$ cat src/design/axi_mux_pkg.sv
// ----------------------------------------
// AXI write mux types
// ----------------------------------------
`default_nettype none

package axi_mux_pkg;

    // ----------------------------------------
    // Widths
    // ----------------------------------------
    localparam int unsigned SlvIdWidth   = 4;
    localparam int unsigned PortIdxWidth = 2;   // Up to four slave ports
    localparam int unsigned MstIdWidth   = SlvIdWidth + PortIdxWidth;
    localparam int unsigned AddrWidth    = 32;
    localparam int unsigned DataWidth    = 32;
    localparam int unsigned StrbWidth    = DataWidth / 8;

    typedef logic [PortIdxWidth-1:0] port_idx_t;

    // ----------------------------------------
    // Channel payloads
    // ----------------------------------------
    typedef struct packed {
        logic [SlvIdWidth-1:0] id;
        logic [AddrWidth-1:0]  addr;
        logic [7:0]            len;     // Beats minus one
    } aw_slv_t;

    typedef struct packed {
        logic [MstIdWidth-1:0] id;      // Port index on top
        logic [AddrWidth-1:0]  addr;
        logic [7:0]            len;
    } aw_mst_t;

    typedef struct packed {
        logic [DataWidth-1:0] data;
        logic [StrbWidth-1:0] strb;
        logic                 last;
    } w_chan_t;

    typedef struct packed {
        logic [SlvIdWidth-1:0] id;
        logic [1:0]            resp;
    } b_slv_t;

    typedef struct packed {
        logic [MstIdWidth-1:0] id;
        logic [1:0]            resp;
    } b_mst_t;

endpackage

`default_nettype wire

$ cat src/design/axi_rr_arbiter.sv
// ----------------------------------------
// Round-robin arbiter with lock-in
// ----------------------------------------
`timescale 1ns/1ps
`default_nettype none

module axi_rr_arbiter #(
    parameter int unsigned NumSlvPorts = 4
) (
    input  wire logic                                    clk_i,
    input  wire logic                                    rst_i,
    input  wire logic [NumSlvPorts-1:0]                  req_i,
    input  wire axi_mux_pkg::aw_slv_t [NumSlvPorts-1:0]  data_i,
    output logic [NumSlvPorts-1:0]                       gnt_o,
    output logic                                         valid_o,
    input  wire logic                                    ready_i,
    output axi_mux_pkg::aw_slv_t                         data_o,
    output axi_mux_pkg::port_idx_t                       idx_o
);

    axi_mux_pkg::port_idx_t ptr_q;      // First port to look at
    axi_mux_pkg::port_idx_t lock_idx_q;
    logic                   lock_q;     // Stalled offer must not change
    axi_mux_pkg::port_idx_t rr_idx;
    axi_mux_pkg::port_idx_t sel_idx;

    // Search from the pointer, the lowest offset wins
    always_comb begin
        int unsigned cand;
        rr_idx = ptr_q;
        for (int i = NumSlvPorts - 1; i >= 0; i--) begin
            cand = (int'(ptr_q) + i) % NumSlvPorts;
            if (req_i[cand]) begin
                rr_idx = axi_mux_pkg::port_idx_t'(cand);
            end
        end
    end

    assign sel_idx = lock_q ? lock_idx_q : rr_idx;
    assign valid_o = lock_q ? req_i[lock_idx_q] : |req_i;
    assign data_o  = data_i[sel_idx];
    assign idx_o   = sel_idx;

    always_comb begin
        gnt_o          = '0;
        gnt_o[sel_idx] = valid_o & ready_i;
    end

    always_ff @(posedge clk_i) begin
        if (rst_i) begin
            ptr_q      <= '0;
            lock_q     <= 1'b0;
            lock_idx_q <= '0;
        end else begin
            lock_q <= valid_o & ~ready_i;
            if (valid_o && !ready_i) begin
                lock_idx_q <= sel_idx;
            end
            if (valid_o && ready_i) begin  // Move past the winner
                ptr_q <= (int'(sel_idx) + 1 == NumSlvPorts) ? '0 : sel_idx + 1'b1;
            end
        end
    end

    // AXI stability of the offered request
    assert property (@(posedge clk_i) disable iff (rst_i)
        valid_o && !ready_i |=> valid_o && $stable(data_o) && $stable(idx_o));

endmodule

`default_nettype wire

$ cat src/design/axi_spill_register.sv
// ----------------------------------------
// Two-entry spill register
// ----------------------------------------
`timescale 1ns/1ps
`default_nettype none

module axi_spill_register (
    input  wire logic                  clk_i,
    input  wire logic                  rst_i,
    input  wire logic                  valid_i,
    output logic                       ready_o,
    input  wire axi_mux_pkg::aw_mst_t  data_i,
    output logic                       valid_o,
    input  wire logic                  ready_i,
    output axi_mux_pkg::aw_mst_t       data_o
);

    axi_mux_pkg::aw_mst_t a_data_q;     // Output slot
    axi_mux_pkg::aw_mst_t b_data_q;     // Overflow slot
    logic                 a_full_q;
    logic                 b_full_q;
    logic                 in_xfer;
    logic                 out_xfer;

    assign ready_o  = ~b_full_q;
    assign valid_o  = a_full_q;
    assign data_o   = a_data_q;
    assign in_xfer  = valid_i & ready_o;
    assign out_xfer = a_full_q & ready_i;

    // ----------------------------------------
    // Slot control
    // ----------------------------------------
    always_ff @(posedge clk_i) begin
        if (rst_i) begin
            a_full_q <= 1'b0;
            b_full_q <= 1'b0;
        end else if (b_full_q) begin
            if (out_xfer) begin
                b_full_q <= 1'b0;           // B refills A
            end
        end else if (in_xfer) begin
            if (a_full_q && !ready_i) begin
                b_full_q <= 1'b1;
            end else begin
                a_full_q <= 1'b1;
            end
        end else if (out_xfer) begin
            a_full_q <= 1'b0;
        end
    end

    always_ff @(posedge clk_i) begin
        if (b_full_q && out_xfer) begin
            a_data_q <= b_data_q;
        end else if (in_xfer && !(a_full_q && !ready_i)) begin
            a_data_q <= data_i;
        end
        if (in_xfer && a_full_q && !ready_i) begin
            b_data_q <= data_i;
        end
    end

    // Output held without ready must not change
    assert property (@(posedge clk_i) disable iff (rst_i)
        valid_o && !ready_i |=> valid_o && $stable(data_o));

endmodule

`default_nettype wire

$ cat src/design/axi_w_route_fifo.sv
// ----------------------------------------
// W routing FIFO
// ----------------------------------------
`timescale 1ns/1ps
`default_nettype none

module axi_w_route_fifo #(
    parameter int unsigned MaxWTrans = 4
) (
    input  wire logic                    clk_i,
    input  wire logic                    rst_i,
    input  wire logic                    push_i,
    input  wire axi_mux_pkg::port_idx_t  data_i,
    output logic                         full_o,
    input  wire logic                    pop_i,
    output axi_mux_pkg::port_idx_t       data_o,
    output logic                         empty_o
);

    localparam int unsigned PtrWidth = (MaxWTrans > 1) ? $clog2(MaxWTrans) : 1;
    localparam int unsigned CntWidth = $clog2(MaxWTrans + 1);

    axi_mux_pkg::port_idx_t mem_q [0:MaxWTrans-1];
    logic [PtrWidth-1:0]    wr_ptr_q;
    logic [PtrWidth-1:0]    rd_ptr_q;
    logic [CntWidth-1:0]    count_q;

    assign full_o  = (count_q == CntWidth'(MaxWTrans));
    assign empty_o = (count_q == '0);
    assign data_o  = mem_q[rd_ptr_q];

    always_ff @(posedge clk_i) begin
        if (rst_i) begin
            wr_ptr_q <= '0;
            rd_ptr_q <= '0;
            count_q  <= '0;
        end else begin
            if (push_i) begin
                wr_ptr_q <= (wr_ptr_q == PtrWidth'(MaxWTrans - 1)) ? '0 : wr_ptr_q + 1'b1;
            end
            if (pop_i) begin
                rd_ptr_q <= (rd_ptr_q == PtrWidth'(MaxWTrans - 1)) ? '0 : rd_ptr_q + 1'b1;
            end
            case ({push_i, pop_i})
                2'b10:   count_q <= count_q + 1'b1;
                2'b01:   count_q <= count_q - 1'b1;
                default: count_q <= count_q;
            endcase
        end
    end

    always_ff @(posedge clk_i) begin
        if (push_i) begin
            mem_q[wr_ptr_q] <= data_i;
        end
    end

    // AW side holds off when full, W side only pops a live head
    assert property (@(posedge clk_i) disable iff (rst_i) push_i |-> !full_o);
    assert property (@(posedge clk_i) disable iff (rst_i) pop_i |-> !empty_o);

endmodule

`default_nettype wire

$ cat src/design/axi_aw_channel.sv
// ----------------------------------------
// AW arbitration and ID prepend
// ----------------------------------------
`timescale 1ns/1ps
`default_nettype none

module axi_aw_channel #(
    parameter int unsigned NumSlvPorts = 4
) (
    input  wire logic                                    clk_i,
    input  wire logic                                    rst_i,
    input  wire axi_mux_pkg::aw_slv_t [NumSlvPorts-1:0]  slv_aw_i,
    input  wire logic [NumSlvPorts-1:0]                  slv_aw_valid_i,
    output logic [NumSlvPorts-1:0]                       slv_aw_ready_o,
    output axi_mux_pkg::aw_mst_t                         mst_aw_o,
    output logic                                         mst_aw_valid_o,
    input  wire logic                                    mst_aw_ready_i,
    input  wire logic                                    route_full_i,
    output logic                                         route_push_o,
    output axi_mux_pkg::port_idx_t                       route_idx_o
);

    axi_mux_pkg::aw_slv_t   arb_aw;
    axi_mux_pkg::port_idx_t arb_idx;
    logic                   arb_valid;
    logic                   arb_ready;
    axi_mux_pkg::aw_mst_t   aw_prep;    // ID with port index on top
    logic                   aw_valid;
    logic                   spill_ready;
    logic                   lock_d;
    logic                   lock_q;     // Index already pushed, AW still waiting

    axi_rr_arbiter #(
        .NumSlvPorts(NumSlvPorts)
    ) u_arbiter (
        .clk_i  (clk_i),
        .rst_i  (rst_i),
        .req_i  (slv_aw_valid_i),
        .data_i (slv_aw_i),
        .gnt_o  (slv_aw_ready_o),
        .valid_o(arb_valid),
        .ready_i(arb_ready),
        .data_o (arb_aw),
        .idx_o  (arb_idx)
    );

    assign aw_prep.id   = {arb_idx, arb_aw.id};
    assign aw_prep.addr = arb_aw.addr;
    assign aw_prep.len  = arb_aw.len;
    assign route_idx_o  = arb_idx;

    // ----------------------------------------
    // Push once per AW, hold valid while stalled
    // ----------------------------------------
    always_comb begin
        lock_d       = lock_q;
        route_push_o = 1'b0;
        aw_valid     = 1'b0;
        arb_ready    = 1'b0;
        if (lock_q) begin
            aw_valid = 1'b1;
            if (spill_ready) begin
                arb_ready = 1'b1;
                lock_d    = 1'b0;
            end
        end else if (arb_valid && !route_full_i) begin
            aw_valid     = 1'b1;
            route_push_o = 1'b1;
            if (spill_ready) begin
                arb_ready = 1'b1;
            end else begin
                lock_d = 1'b1;
            end
        end
    end

    always_ff @(posedge clk_i) begin
        if (rst_i) begin
            lock_q <= 1'b0;
        end else begin
            lock_q <= lock_d;
        end
    end

    axi_spill_register u_aw_spill (
        .clk_i  (clk_i),
        .rst_i  (rst_i),
        .valid_i(aw_valid),
        .ready_o(spill_ready),
        .data_i (aw_prep),
        .valid_o(mst_aw_valid_o),
        .ready_i(mst_aw_ready_i),
        .data_o (mst_aw_o)
    );

endmodule

`default_nettype wire

$ cat src/design/axi_w_channel.sv
// ----------------------------------------
// W beat steering
// ----------------------------------------
`timescale 1ns/1ps
`default_nettype none

module axi_w_channel #(
    parameter int unsigned NumSlvPorts = 4
) (
    input  wire axi_mux_pkg::w_chan_t [NumSlvPorts-1:0]  slv_w_i,
    input  wire logic [NumSlvPorts-1:0]                  slv_w_valid_i,
    output logic [NumSlvPorts-1:0]                       slv_w_ready_o,
    output axi_mux_pkg::w_chan_t                         mst_w_o,
    output logic                                         mst_w_valid_o,
    input  wire logic                                    mst_w_ready_i,
    input  wire axi_mux_pkg::port_idx_t                  route_idx_i,
    input  wire logic                                    route_empty_i,
    output logic                                         route_pop_o
);

    assign mst_w_o = slv_w_i[route_idx_i];  // Head port only

    always_comb begin
        mst_w_valid_o = 1'b0;
        slv_w_ready_o = '0;
        route_pop_o   = 1'b0;
        if (!route_empty_i) begin
            mst_w_valid_o              = slv_w_valid_i[route_idx_i];
            slv_w_ready_o[route_idx_i] = mst_w_ready_i;
            // Burst done, next AW grant takes over
            route_pop_o = slv_w_valid_i[route_idx_i] & mst_w_ready_i & mst_w_o.last;
        end
    end

endmodule

`default_nettype wire

$ cat src/design/axi_b_channel.sv
// ----------------------------------------
// B response routing
// ----------------------------------------
`timescale 1ns/1ps
`default_nettype none

module axi_b_channel #(
    parameter int unsigned NumSlvPorts = 4
) (
    input  wire axi_mux_pkg::b_mst_t                 mst_b_i,
    input  wire logic                                mst_b_valid_i,
    output logic                                     mst_b_ready_o,
    output axi_mux_pkg::b_slv_t [NumSlvPorts-1:0]    slv_b_o,
    output logic [NumSlvPorts-1:0]                   slv_b_valid_o,
    input  wire logic [NumSlvPorts-1:0]              slv_b_ready_i
);

    axi_mux_pkg::port_idx_t b_idx;
    axi_mux_pkg::b_slv_t    b_stripped;

    // Index sits in the top ID bits
    assign b_idx = mst_b_i.id[axi_mux_pkg::MstIdWidth-1 -: axi_mux_pkg::PortIdxWidth];

    assign b_stripped.id   = mst_b_i.id[axi_mux_pkg::SlvIdWidth-1:0];
    assign b_stripped.resp = mst_b_i.resp;
    assign slv_b_o         = {NumSlvPorts{b_stripped}};     // Valid picks the port

    always_comb begin
        slv_b_valid_o        = '0;
        slv_b_valid_o[b_idx] = mst_b_valid_i;
    end

    assign mst_b_ready_o = slv_b_ready_i[b_idx];

    // Master side must only answer IDs this mux handed out
    always_comb begin
        assert final (!mst_b_valid_i || (int'(b_idx) < NumSlvPorts));
    end

endmodule

`default_nettype wire

$ cat src/design/axi_mux_top.sv
// ----------------------------------------
// AXI write mux top
// ----------------------------------------
`timescale 1ns/1ps
`default_nettype none

module axi_mux_top #(
    parameter int unsigned NumSlvPorts = 4,
    parameter int unsigned MaxWTrans   = 4
) (
    input  wire logic                                    clk_i,
    input  wire logic                                    rst_i,
    // Slave ports
    input  wire axi_mux_pkg::aw_slv_t [NumSlvPorts-1:0]  slv_aw_i,
    input  wire logic [NumSlvPorts-1:0]                  slv_aw_valid_i,
    output logic [NumSlvPorts-1:0]                       slv_aw_ready_o,
    input  wire axi_mux_pkg::w_chan_t [NumSlvPorts-1:0]  slv_w_i,
    input  wire logic [NumSlvPorts-1:0]                  slv_w_valid_i,
    output logic [NumSlvPorts-1:0]                       slv_w_ready_o,
    output axi_mux_pkg::b_slv_t [NumSlvPorts-1:0]        slv_b_o,
    output logic [NumSlvPorts-1:0]                       slv_b_valid_o,
    input  wire logic [NumSlvPorts-1:0]                  slv_b_ready_i,
    // Master port
    output axi_mux_pkg::aw_mst_t                         mst_aw_o,
    output logic                                         mst_aw_valid_o,
    input  wire logic                                    mst_aw_ready_i,
    output axi_mux_pkg::w_chan_t                         mst_w_o,
    output logic                                         mst_w_valid_o,
    input  wire logic                                    mst_w_ready_i,
    input  wire axi_mux_pkg::b_mst_t                     mst_b_i,
    input  wire logic                                    mst_b_valid_i,
    output logic                                         mst_b_ready_o
);

    logic                   route_push;
    axi_mux_pkg::port_idx_t aw_route_idx;   // Grant going in
    logic                   route_full;
    logic                   route_pop;
    axi_mux_pkg::port_idx_t w_route_idx;    // Head coming out
    logic                   route_empty;

    axi_aw_channel #(
        .NumSlvPorts(NumSlvPorts)
    ) u_aw_channel (
        .clk_i         (clk_i),
        .rst_i         (rst_i),
        .slv_aw_i      (slv_aw_i),
        .slv_aw_valid_i(slv_aw_valid_i),
        .slv_aw_ready_o(slv_aw_ready_o),
        .mst_aw_o      (mst_aw_o),
        .mst_aw_valid_o(mst_aw_valid_o),
        .mst_aw_ready_i(mst_aw_ready_i),
        .route_full_i  (route_full),
        .route_push_o  (route_push),
        .route_idx_o   (aw_route_idx)
    );

    axi_w_route_fifo #(
        .MaxWTrans(MaxWTrans)
    ) u_route_fifo (
        .clk_i  (clk_i),
        .rst_i  (rst_i),
        .push_i (route_push),
        .data_i (aw_route_idx),
        .full_o (route_full),
        .pop_i  (route_pop),
        .data_o (w_route_idx),
        .empty_o(route_empty)
    );

    axi_w_channel #(
        .NumSlvPorts(NumSlvPorts)
    ) u_w_channel (
        .slv_w_i      (slv_w_i),
        .slv_w_valid_i(slv_w_valid_i),
        .slv_w_ready_o(slv_w_ready_o),
        .mst_w_o      (mst_w_o),
        .mst_w_valid_o(mst_w_valid_o),
        .mst_w_ready_i(mst_w_ready_i),
        .route_idx_i  (w_route_idx),
        .route_empty_i(route_empty),
        .route_pop_o  (route_pop)
    );

    axi_b_channel #(
        .NumSlvPorts(NumSlvPorts)
    ) u_b_channel (
        .mst_b_i      (mst_b_i),
        .mst_b_valid_i(mst_b_valid_i),
        .mst_b_ready_o(mst_b_ready_o),
        .slv_b_o      (slv_b_o),
        .slv_b_valid_o(slv_b_valid_o),
        .slv_b_ready_i(slv_b_ready_i)
    );

endmodule

`default_nettype wire

$ cat config.mk
export PLATFORM = sky130hd
export DESIGN_NAME = axi_mux_top
export DESIGN_NICKNAME = d
export VERILOG_FILES = /design/src/design/axi_mux_pkg.sv /design/src/design/axi_rr_arbiter.sv /design/src/design/axi_spill_register.sv /design/src/design/axi_w_route_fifo.sv /design/src/design/axi_aw_channel.sv /design/src/design/axi_w_channel.sv /design/src/design/axi_b_channel.sv /design/src/design/axi_mux_top.sv
export SDC_FILE = /design/constraint.sdc
export NUM_CORES = 1
export LEC_CHECK = 0
export BUFFER_PORTS_ARGS = -buffer_cell sky130_fd_sc_hd__buf_2
export CORE_AREA = 2 2 181 183
export DETAILED_ROUTE_END_ITERATION = 12
export DIE_AREA = 0 0 183 185
export PLACE_DENSITY = 0.64
export RECOVER_POWER = 100
export SKIP_CTS_REPAIR_TIMING = 1
export SLEW_MARGIN = 15
export SYNTH_ARGS = -nofsm -noshare
export SYNTH_HDL_FRONTEND = slang
export SYNTH_HIERARCHICAL = 1
export SYNTH_SLANG_ARGS = --single-unit
$ cat constraint.sdc
create_clock -name clk_i -period 5.5 [get_ports clk_i]
set_input_delay 1.1 -clock clk_i [delete_from_list [all_inputs] [get_ports clk_i]]
set_output_delay 1.1 -clock clk_i [all_outputs]
set_load 0.01 [all_outputs]
# Word level (Yosys, flattened, before mapping)
# Memories as Yosys holds them, arrays and structs flattened. A register that Yosys moved wholly into a read port is not among the register bits.
# Cells that the tools add are included.
[classes]
order_cmp = 11
bitwise = 11
add_sub_neg = 9
n_reduce_logical = 21
n_eq_ne = 7
n_mux = 59
[op_table]
columns = ["op", "count"]
rows = [
  ["46-bit two-way mux", 2],
  ["44-bit binary-select mux with 2-bit select", 1],
  ["37-bit binary-select mux with 2-bit select", 1],
  ["44-bit two-way mux", 1],
  ["37-bit two-way mux", 1],
  ["1-bit two-way mux", 31],
  ["2-bit by 3-bit < comparator with 1-bit output, second input constant", 8],
  ["2-bit two-way mux", 10],
  ["1-bit binary-select mux with 2-bit select", 7],
  ["4-bit bitwise AND", 3],
  ["1-bit logical AND", 11],
  ["2-bit by 1-bit adder with 2-bit output, second input constant", 4],
  ["1-bit bitwise AND", 6],
  ["1-bit demux with 2-bit select", 3],
  ["2-bit equality test, second input constant", 3],
  ["3-bit equality test, second input constant", 2],
  ["2-bit by 1-bit >= comparator with 1-bit output, second input constant", 3],
  ["3-bit case mux with 2 select lines", 1],
  ["2-bit nonzero test", 3],
  ["2-bit adder, second input constant", 2],
  ["1-bit logical NOT", 4],
  ["4-bit two-way mux", 1],
  ["4-bit OR reduction", 1],
  ["2-bit by 1-bit adder with 3-bit output, second input constant", 1],
  ["other kinds (7)", 8],
]
[totals]
word_cells = 134
mem_bits_rw = 8
mem_count = 1
register_bits = 107
out_inout_bits = 122
[mem_list]
columns = ["name", "depth", "width", "rd", "rd_ports_with_merged_regs", "wr", "line_no", "rtl"]
rows = [
  ["u_route_fifo.mem_q", 4, 2, 1, 1, 1, "axi_w_route_fifo.sv:23", "axi_mux_pkg::port_idx_t mem_q [0:MaxWTrans-1];"],
]

# Depth between registers and ports, before layout
# Gate-level depths: netlist of the first run.
[logic_depth]
depth_word = 13
depth_mapped = 13
ltp_nobuf = 12

# By module
# Netlist of the first run, hierarchy kept.
[by_module_without_submodules]
columns = ["module", "instances", "seq_area_each_um2", "area_per_inst_um2", "cells_each"]
rows = [
  ["axi_spill_register", 1, 2802.7, 3457.1, 155],
  ["axi_rr_arbiter", 1, 100.1, 2934.1, 414],
  ["axi_w_channel", 1, 0.0, 1076.0, 55],
  ["axi_w_route_fifo", 1, 420.4, 730.7, 57],
  ["axi_b_channel", 1, 0.0, 237.7, 29],
  ["axi_aw_channel", 1, 20.0, 65.1, 7],
]

# Least setup slack after synthesis of the first run
# Ideal clock, no wire load.
[synth_timing]
kind = "input-to-reg"
startpoint = "in slv_aw_valid_i[3]"
endpoint = "reg u_aw_channel/u_aw_spill/b_data_q[0] in the netlist's numbering (enable)"
setup_slack_ns = -0.054
arrival_time_ns = 5.037
path_stages = 7
required_time_ns = 4.983
cell_sequence = "mux2_2 > a22oi_1 > nand3_1 > nand2b_4 > nand2_1 > nand2_1 > nor3b_1"
[synth_via]
elab_chain_cells = 9
word_cells_on_any_way = 10
[synth_rtl]
columns = ["element", "line_no", "rtl"]
rows = [
  ["from (decl)", "axi_mux_top.sv:15", "input wire logic [NumSlvPorts-1:0] slv_aw_valid_i,"],
  ["1-bit binary-select mux with 2-bit select", "axi_rr_arbiter.sv:40", "assign valid_o = lock_q ? req_i[lock_idx_q] : |req_i;"],
  ["1-bit two-way mux (not written as such)", "axi_rr_arbiter.sv:40", ""],
  ["1-bit two-way mux *", "axi_rr_arbiter.sv:40", ""],
  ["named net u_aw_channel.arb_valid", "axi_aw_channel.sv:25", "logic arb_valid;"],
  ["1-bit logical AND *", "axi_aw_channel.sv:66", "end else if (arb_valid && !route_full_i) begin"],
  ["1-bit two-way mux *", "axi_aw_channel.sv:66", ""],
  ["1-bit two-way mux *", "axi_aw_channel.sv:60", "if (lock_q) begin"],
  ["named net u_aw_channel.aw_valid", "axi_aw_channel.sv:28", "logic aw_valid;"],
  ["1-bit bitwise AND *", "axi_spill_register.sv:28", "assign in_xfer = valid_i & ready_o;"],
  ["1-bit logical AND * (2 in a row)", "axi_spill_register.sv:59", "if (in_xfer && a_full_q && !ready_i) begin"],
  ["to (signal assigned)", "axi_spill_register.sv:60", "b_data_q <= data_i;"],
  ["to (decl)", "axi_spill_register.sv:19", "axi_mux_pkg::aw_mst_t b_data_q;"],
]
# Mark *: on every way through the listed nets, which the timed path passes. The rest lies on a longest branch. The select of a mux whose other input is x is not followed.
# A chain may end at the register's enable or synchronous reset.

==> results.sh, run 1 <==
export IMPL_status="finished with violations"
export IMPL_violations="capacitance limit, slew limit"
export IMPL_place_congestion=1.01
export IMPL_drv_cap=4
export IMPL_dpl_worst_slack_ns=1.37
export IMPL_initial_core_util=0.265
export IMPL_worstPathArrival_ns=4.44
export IMPL_fin_crit_sh=0.780
export IMPL_finalHoldViolCount=0
export IMPL_clock_sinks=117
export IMPL_synthCells=717
export IMPL_yosysMostFrequentCell="edfxtp_1"
export IMPL_period_needed_ns=4.29
export IMPL_leakagePower_nw=4.57
export IMPL_first_global_vias=7496
export IMPL_crit_path_end_kind="flip-flop"
export IMPL_p_clk_frac=0.198
export IMPL_drive_gt1_frac=0.416
export IMPL_ir_worst_vdd_mv=0.203
export IMPL_swShare=0.403
export IMPL_p_int_mw=3.36
export IMPL_slew_headroom=-0.224
export IMPL_worst_skew_pair_late_latency_ns=0.41
export IMPL_setup_viol_count_final=0
export IMPL_clockBufferDepth=2
export IMPL_grt_antenna_before_repair=6
export IMPL_ios=471
export IMPL_power_frac_comb=0.517
export IMPL_synth_area_top_cells="edfxtp_1 35%, a211oi_1 8.4%, mux4_1 7.4%"
export IMPL_core_area_mm2=0.0320
export IMPL_power_density_mw_per_mm2=509
export IMPL_fin_ws_ns=1.21
export IMPL_crit_required_ns=5.65
export IMPL_drcViolationCount=0
export IMPL_avgSynthCellArea_um2=11.9
export IMPL_vias=7743
export IMPL_std_cell_rows=66
export IMPL_cp_start_kind="primary input"
export IMPL_finish_net_count=1457
export IMPL_tns_ns=0
export IMPL_tightestPinTransition_ns=1.84
export IMPL_viasPerCell=5.08
export IMPL_die_h_um=185
export IMPL_antenna_left=0
export IMPL_die_x_um=183
export IMPL_clkTransAtPathRegs_ns=0.06
export IMPL_synth_area_leader_cell="edfxtp_1"
export IMPL_numCtsBuffers=17
export IMPL_p_seq_frac=0.284
export IMPL_overflow=0
export IMPL_grt_pass1_wl_um=44400
export IMPL_synth_edf_count=100
export IMPL_hpwl_um=21900
export IMPL_drtPass1Iterations=6
export IMPL_area_growth_syn_to_layout_pct=30.2
export IMPL_drt_iter0_drc=463
export IMPL_holdPathStages=2
export IMPL_report_final_slew_viol_count=138
export IMPL_grt_setup_unrepaired="no"
export IMPL_criticalPathCategory="in -> reg"
export IMPL_wire_per_inst_um=19.8
export IMPL_synth_distinct_cells=44
export IMPL_grt_max_degree=90
export IMPL_switchingPower_mw=2.27
export IMPL_cts_tree="done"
export IMPL_synth_top_area_frac=0.353
export IMPL_ys_seq_elements=117
export IMPL_routed_wl_um=30100
export IMPL_fillerInstances=3329
export IMPL_cts_root_buf="clkbuf_16"
export IMPL_clock_skew_ns=0.0129
export IMPL_seq_area_frac_synth=0.393
export IMPL_dieArea_mm2=0.0339
export IMPL_htreeDepth=4
export IMPL_synthesis_nets=1074
export IMPL_hold_path_class="reg -> reg"
export IMPL_synth_warnings=6
export IMPL_synthFlopType="edfxtp_1"
export IMPL_cp_max_fo=30
export IMPL_async_flop_share=0
export IMPL_track_usage=0.172
export IMPL_worstRegToRegCells=8
export IMPL_io_buffer_count=440
export IMPL_synth_area_mm2=0.00850
export IMPL_clock_fmax_ghz=0.233
export IMPL_netlist_top_cells_count="100 x edfxtp_1, 95 x a211oi_1, 59 x nor2_1"
-- layer usage --
layer / share of wire / vias to the layer above / track usage / wire length (µm)
li1: - / 3577 / - / -
met1: 0.43 / 3760 / 0.230 / 12900
met2: 0.47 / 357 / 0.268 / 14100
met3: 0.090 / 41 / 0.0568 / 2710
met4: 0.011 / 8 / 0.0416 / 335
met5: 0.0016 / - / 0 / 49
-- state kept, by name, indices dropped and copies added (netlist names), named ones only --
signal / count
u_aw_channel/u_aw_spill/data_o: 46
u_aw_channel/lock_q: 1
u_aw_channel/u_aw_spill/valid_o: 1
u_route_fifo/count_q: 3
u_aw_channel/u_aw_spill/b_full_q: 1
u_aw_channel/u_arbiter/lock_q: 1
u_route_fifo/mem_q: 8
u_route_fifo/wr_ptr_q: 2
u_aw_channel/u_aw_spill/b_data_q: 46
u_route_fifo/rd_ptr_q: 2
u_aw_channel/u_arbiter/ptr_q: 2
u_aw_channel/u_arbiter/lock_idx_q: 2
-- placed cells by master (no fill, tap or decap), types with 3 or more instances in the layout --
cell type | netlist | routed
mux2_1 | 0 | 4
dfxtp_1 | 17 | 16
nand2_1 | 4 | 4
a31oi_1 | 46 | 46
nor2_1 | 59 | 59
mux2_2 | 44 | 43
a211oi_2 | 41 | 13
inv_1 | 58 | 58
mux4_1 | 24 | 24
bufinv_16 | 0 | 3
o21ai_0 | 5 | 5
mux2i_1 | 49 | 49
nor3b_1 | 5 | 4
a21oi_1 | 6 | 6
buf_4 | 26 | 6
ha_1 | 7 | 7
mux4_2 | 17 | 17
buf_2 | 12 | 342
nor2b_1 | 7 | 7
nand2b_1 | 6 | 5
clkinvlp_4 | 0 | 4
and3_1 | 5 | 5
clkbuf_16 | 0 | 17
and2_0 | 0 | 4
clkbuf_1 | 33 | 105
clkinv_2 | 0 | 3
edfxtp_1 | 100 | 100
diode_2 | 0 | 3
a211oi_1 | 95 | 123
-- final timing paths --
path / startpoint / endpoint / slack (ns)
worst max-delay path: slv_aw_valid_i[2] / u_aw_channel/u_aw_spill/data_o[13] / 1.21
worst min-delay path: u_route_fifo/count_q[2] / u_route_fifo/count_q[2] / 0.52
worst max register to register: u_aw_channel/u_arbiter/ptr_q[0] / u_aw_channel/u_aw_spill/data_o[8] / 1.71
worst min register to register: u_route_fifo/count_q[2] / u_route_fifo/count_q[2] / 0.52
-- power by group through the flow --
stage,combinational [mW],clock [mW],sequential [mW]
finish,2.91,1.12,1.60
global route,3.15,1.19,1.63
CTS,3.14,1.15,1.59
detailed placement,3.13,0,1.60
global placement,3.05,0,1.60
floorplan,2.09,0,1.68
-- layout make-up --
class | instances | area (µm²) | share of cell area
clock buffer | 19 | 433 | 0.0391
tap | 408 | 510 | 0.0461
sequential | 117 | 3350 | 0.302
antenna | 3 | 7.51 | 0.000678
multi-input combinational | 453 | 4230 | 0.382
timing repair buffer | 453 | 2170 | 0.196
inverter | 58 | 218 | 0.0197
clock inverter | 13 | 156 | 0.0141
-- cells by family (layout without fill, tap and decap cells) --
kind of cell             after synthesis  after routing  synth area share
buffers and inverters                147            543            0.0952
multiplexers                         137            137             0.241
other                                  0              3                 0
adder cells (fa/ha/maj)                8              8            0.0127
flip-flops                           117            117             0.393
XOR/XNOR                               2              2           0.00206
AND/OR/NAND/NOR                      103            103            0.0615
AO/OA/AOI/OAI                        203            203             0.195
-- through the flow --
stage	cells	area, µm²	util	hold slack [ns]	power (mW)
2_1_floorplan	717	8510	-	0.461	3.77
3_3_place_gp	1489	10800	0.336	0.484	4.65
3_5_place_dp	1489	10800	0.336	0.498	4.72
4_1_cts	1521	11400	0.355	0.506	5.87
5_1_grt	1522	11100	0.345	0.535	5.98
6_report	1524	11100	0.345	0.517	5.63
-- worst max-delay path, cell delays in order --
cell and delay [ns]:
clkbuf_1 0.25, nor2b_1 0.20, o311a_1 0.18, a211o_1 0.77, clkbuf_1 1.21, a211oi_1 0.32
mux2_2 0.37
Power figures use the tool's default switching activity.
==> run 2: changes to the inputs <==
--- a/config.mk
+++ b/config.mk
@@ -5,11 +5,12 @@
 export SDC_FILE = /design/constraint.sdc
 export NUM_CORES = 1
 export LEC_CHECK = 0
+export ABC_AREA = 1
 export BUFFER_PORTS_ARGS = -buffer_cell sky130_fd_sc_hd__buf_2
-export CORE_AREA = 2 2 181 183
+export CORE_AREA = 2 2 183 185
 export DETAILED_ROUTE_END_ITERATION = 12
-export DIE_AREA = 0 0 183 185
-export PLACE_DENSITY = 0.64
+export DIE_AREA = 0 0 185 187
+export PLACE_DENSITY = 0.61
 export RECOVER_POWER = 100
 export SKIP_CTS_REPAIR_TIMING = 1
 export SLEW_MARGIN = 15
==> constraint.sdc (replaced) <==
create_clock -name clk_i -period 4.4 [get_ports clk_i]
set_input_delay 0.88 -clock clk_i [delete_from_list [all_inputs] [get_ports clk_i]]
set_output_delay 0.88 -clock clk_i [all_outputs]
set_load 0.01 [all_outputs]
==> results.sh, run 2 <==
export IMPL_area_growth_syn_to_layout_pct=29.1
export IMPL_overflow=0
export IMPL_synth_warnings=6
export IMPL_drtPass1Iterations=5
export IMPL_worstPathArrival_ns=2.87
export IMPL_wire_per_inst_um=17.0
export IMPL_setup_viol_count_final=0
export IMPL_synthCells=1189
export IMPL_worst_skew_pair_late_latency_ns=0.42
export IMPL_grt_pass1_wl_um=50700
export IMPL_clock_skew_ns=0.0103
export IMPL_drcViolationCount=0
export IMPL_multiInputGateArea_mm2=0.00349
export IMPL_cp_depth=16
export IMPL_synth_area_mm2=0.00869
export IMPL_fillerInstances=3690
export IMPL_viasPerCell=4.51
export IMPL_synth_edf_count=100
export IMPL_synthFlopType="edfxtp_1"
export IMPL_cts_root_buf="clkbuf_16"
export IMPL_hpwl_um=26700
export IMPL_place_inst=2001
export IMPL_fin_crit_sh=0.851
export IMPL_antenna_left=0
export IMPL_clockBufferDepth=2
export IMPL_power_density_mw_per_mm2=867
export IMPL_final_common_cell="buf_2"
export IMPL_tightestPinTransition_ns=1.39
export IMPL_drt_iter0_drc=688
export IMPL_seq_area_mm2=0.00334
export IMPL_period_needed_ns=3.75
export IMPL_yosysMostFrequentCell="nand2_1"
export IMPL_tns_ns=0
export IMPL_final_cell_mix="346 x buf_2, 275 x inv_1, 274 x nand2_1"
export IMPL_routed_wl_um=34700
export IMPL_place_congestion=0.908
export IMPL_whs_ns=0.502
export IMPL_ios=471
export IMPL_path_buf_inv=5
export IMPL_status="finished, final reports clean"
export IMPL_rrSetupSlack_ns=0.89
export IMPL_finalNonFillerCells=2046
export IMPL_seq_area_frac_synth=0.385
export IMPL_report_final_slew_viol_count=0
export IMPL_cp_start_kind="flip-flop"
export IMPL_synth_top_area_frac=0.345
export IMPL_synthesis_nets=1546
export IMPL_synth_distinct_cells=31
export IMPL_synth_area_leader_cell="edfxtp_1"
export IMPL_drv_cap=0
export IMPL_clock_fmax_ghz=0.267
export IMPL_htreeDepth=4
export IMPL_cts_tree="done"
export IMPL_r2r_start="u_aw_channel/u_arbiter/ptr_q[0]"
export IMPL_path_common_cell="nand2_1"
export IMPL_dpl_worst_slack_ns=0.882
export IMPL_cp_top_family="simple AND/OR/NAND/NOR gates"
export IMPL_netlist_top_cells_count="275 x nand2_1, 273 x inv_1, 234 x nand3_1"
export IMPL_numCtsBuffers=17
export IMPL_r2r_end="u_aw_channel/u_aw_spill/data_o[44]"
export IMPL_leakagePower_nw=6.08
export IMPL_cpPeakStageDelay_ns=0.58
export IMPL_worstRegToRegCells=14
export IMPL_die_x_um=185
export IMPL_worstSetupStartpoint="u_aw_channel/u_arbiter/ptr_q[0]"
export IMPL_initial_core_util=0.265
export IMPL_cp_slowest_cell="dfxtp_1"
export IMPL_final_util=0.342
export IMPL_crit_path_cell_trace="inv_1 -> nand2_1 -> nand3_1 -> nand2_1 -> inv_1 -> nand2_1 -> nand2_1 -> nand2_1 -> nand2_1 -> nand3_1 -> nand2_2 -> inv_1 -> ha_1 -> inv_1 -> nor2_1 -> clkbuf_1"
export IMPL_grt_max_degree=89
export IMPL_synth_area_top_cells="edfxtp_1 35%, nand3_1 13%, nand2_1 12%"
export IMPL_grt_antenna_before_repair=19
export IMPL_vias=9228
export IMPL_crit_path_end_kind="output port"
export IMPL_track_usage=0.194
export IMPL_core_area_mm2=0.0329
export IMPL_async_flop_share=0
export IMPL_avgSynthCellArea_um2=7.31
export IMPL_drive_gt1_frac=0.259
export IMPL_criticalPathCategory="reg -> out"
export IMPL_cp_max_fo=17
export IMPL_die_h_um=187
export IMPL_clock_sinks=117
export IMPL_io_buffer_count=440
export IMPL_fin_ws_ns=0.654
export IMPL_finalHoldViolCount=0
export IMPL_crit_required_ns=3.52
export IMPL_grt_setup_unrepaired="no"
export IMPL_std_cell_rows=67
export IMPL_slew_headroom=0.0727
export IMPL_finish_net_count=1929
export IMPL_hold_path_class="reg -> reg"
export IMPL_clkTransAtPathRegs_ns=0.06
export IMPL_dieArea_mm2=0.0346
export IMPL_first_global_vias=8902
export IMPL_cp_endpoint="slv_aw_ready_o[1]"
export IMPL_ir_worst_vdd_mv=0.527
export IMPL_ys_seq_elements=117
[run 2: worst min-delay path by stage]
| stage | start | to | slack (ns) | cells past startpoint |
|---|---|---|---|---|
| 6_report | u_aw_channel/lock_q | u_aw_channel/lock_q | 0.50 | 2 |
| 5_1_grt | u_aw_channel/lock_q | u_aw_channel/lock_q | 0.55 | 2 |
| 4_1_cts | u_aw_channel/lock_q | u_aw_channel/lock_q | 0.50 | 2 |
| 3_5_place_dp | u_aw_channel/lock_q | u_aw_channel/lock_q | 0.49 | 2 |
| 3_3_place_gp | u_aw_channel/lock_q | u_aw_channel/lock_q | 0.47 | 2 |
| 2_1_floorplan | u_aw_channel/lock_q | u_aw_channel/lock_q | 0.47 | 2 |
[run 2: power breakdown]
group	internal (mW)	switching [mW]
Combinational	1.86	4.26
Sequential	2.10	0.188
Clock	0.782	0.541
Total	4.75	4.99
[run 2: metal layers]
metal,share of wire,wire length (µm),vias to the layer above,GRT usage
met1,0.39,13400,4187,0.211
li1,-,-,4575,-
met3,0.067,2330,70,0.0417
met5,0.00037,13,-,0
met4,0.035,1210,2,0.0940
met2,0.51,17800,394,0.355
[run 2: cells by family after synthesis]
| family | synth area share |
|---|---|
| AO/OA/AOI/OAI | 0.115 |
| AND/OR/NAND/NOR | 0.290 |
| flip-flops | 0.385 |
| adder cells (fa/ha/maj) | 0.0124 |
| buffers and inverters | 0.198 |
[run 2: per-stage QoR]
| step | power [mW] | instance area [µm²] |
|---|---|---|
| after global routing | 10.6 | 11200 |
| after global placement | 8.86 | 11000 |
| final | 9.73 | 11200 |
| after detailed placement | 8.94 | 11000 |
| after CTS | 10.3 | 11500 |
| after floorplan | 7.02 | 8690 |
[run 2: tightest hold or removal path, cell delays in order, from the launching register on]
cell	delay, ns
dfxtp_1	0.31
inv_1	0.08
a21oi_1	0.07
[run 2: final cells by class]
class                   count  area share
multi-input cells         703       0.311
flip-flops and latches    117       0.298
repair buffers            453       0.194
inverters                 280      0.0947
well taps                 448      0.0499
clock buffers              19      0.0386
clock inverters            13      0.0109
diodes                     13     0.00290
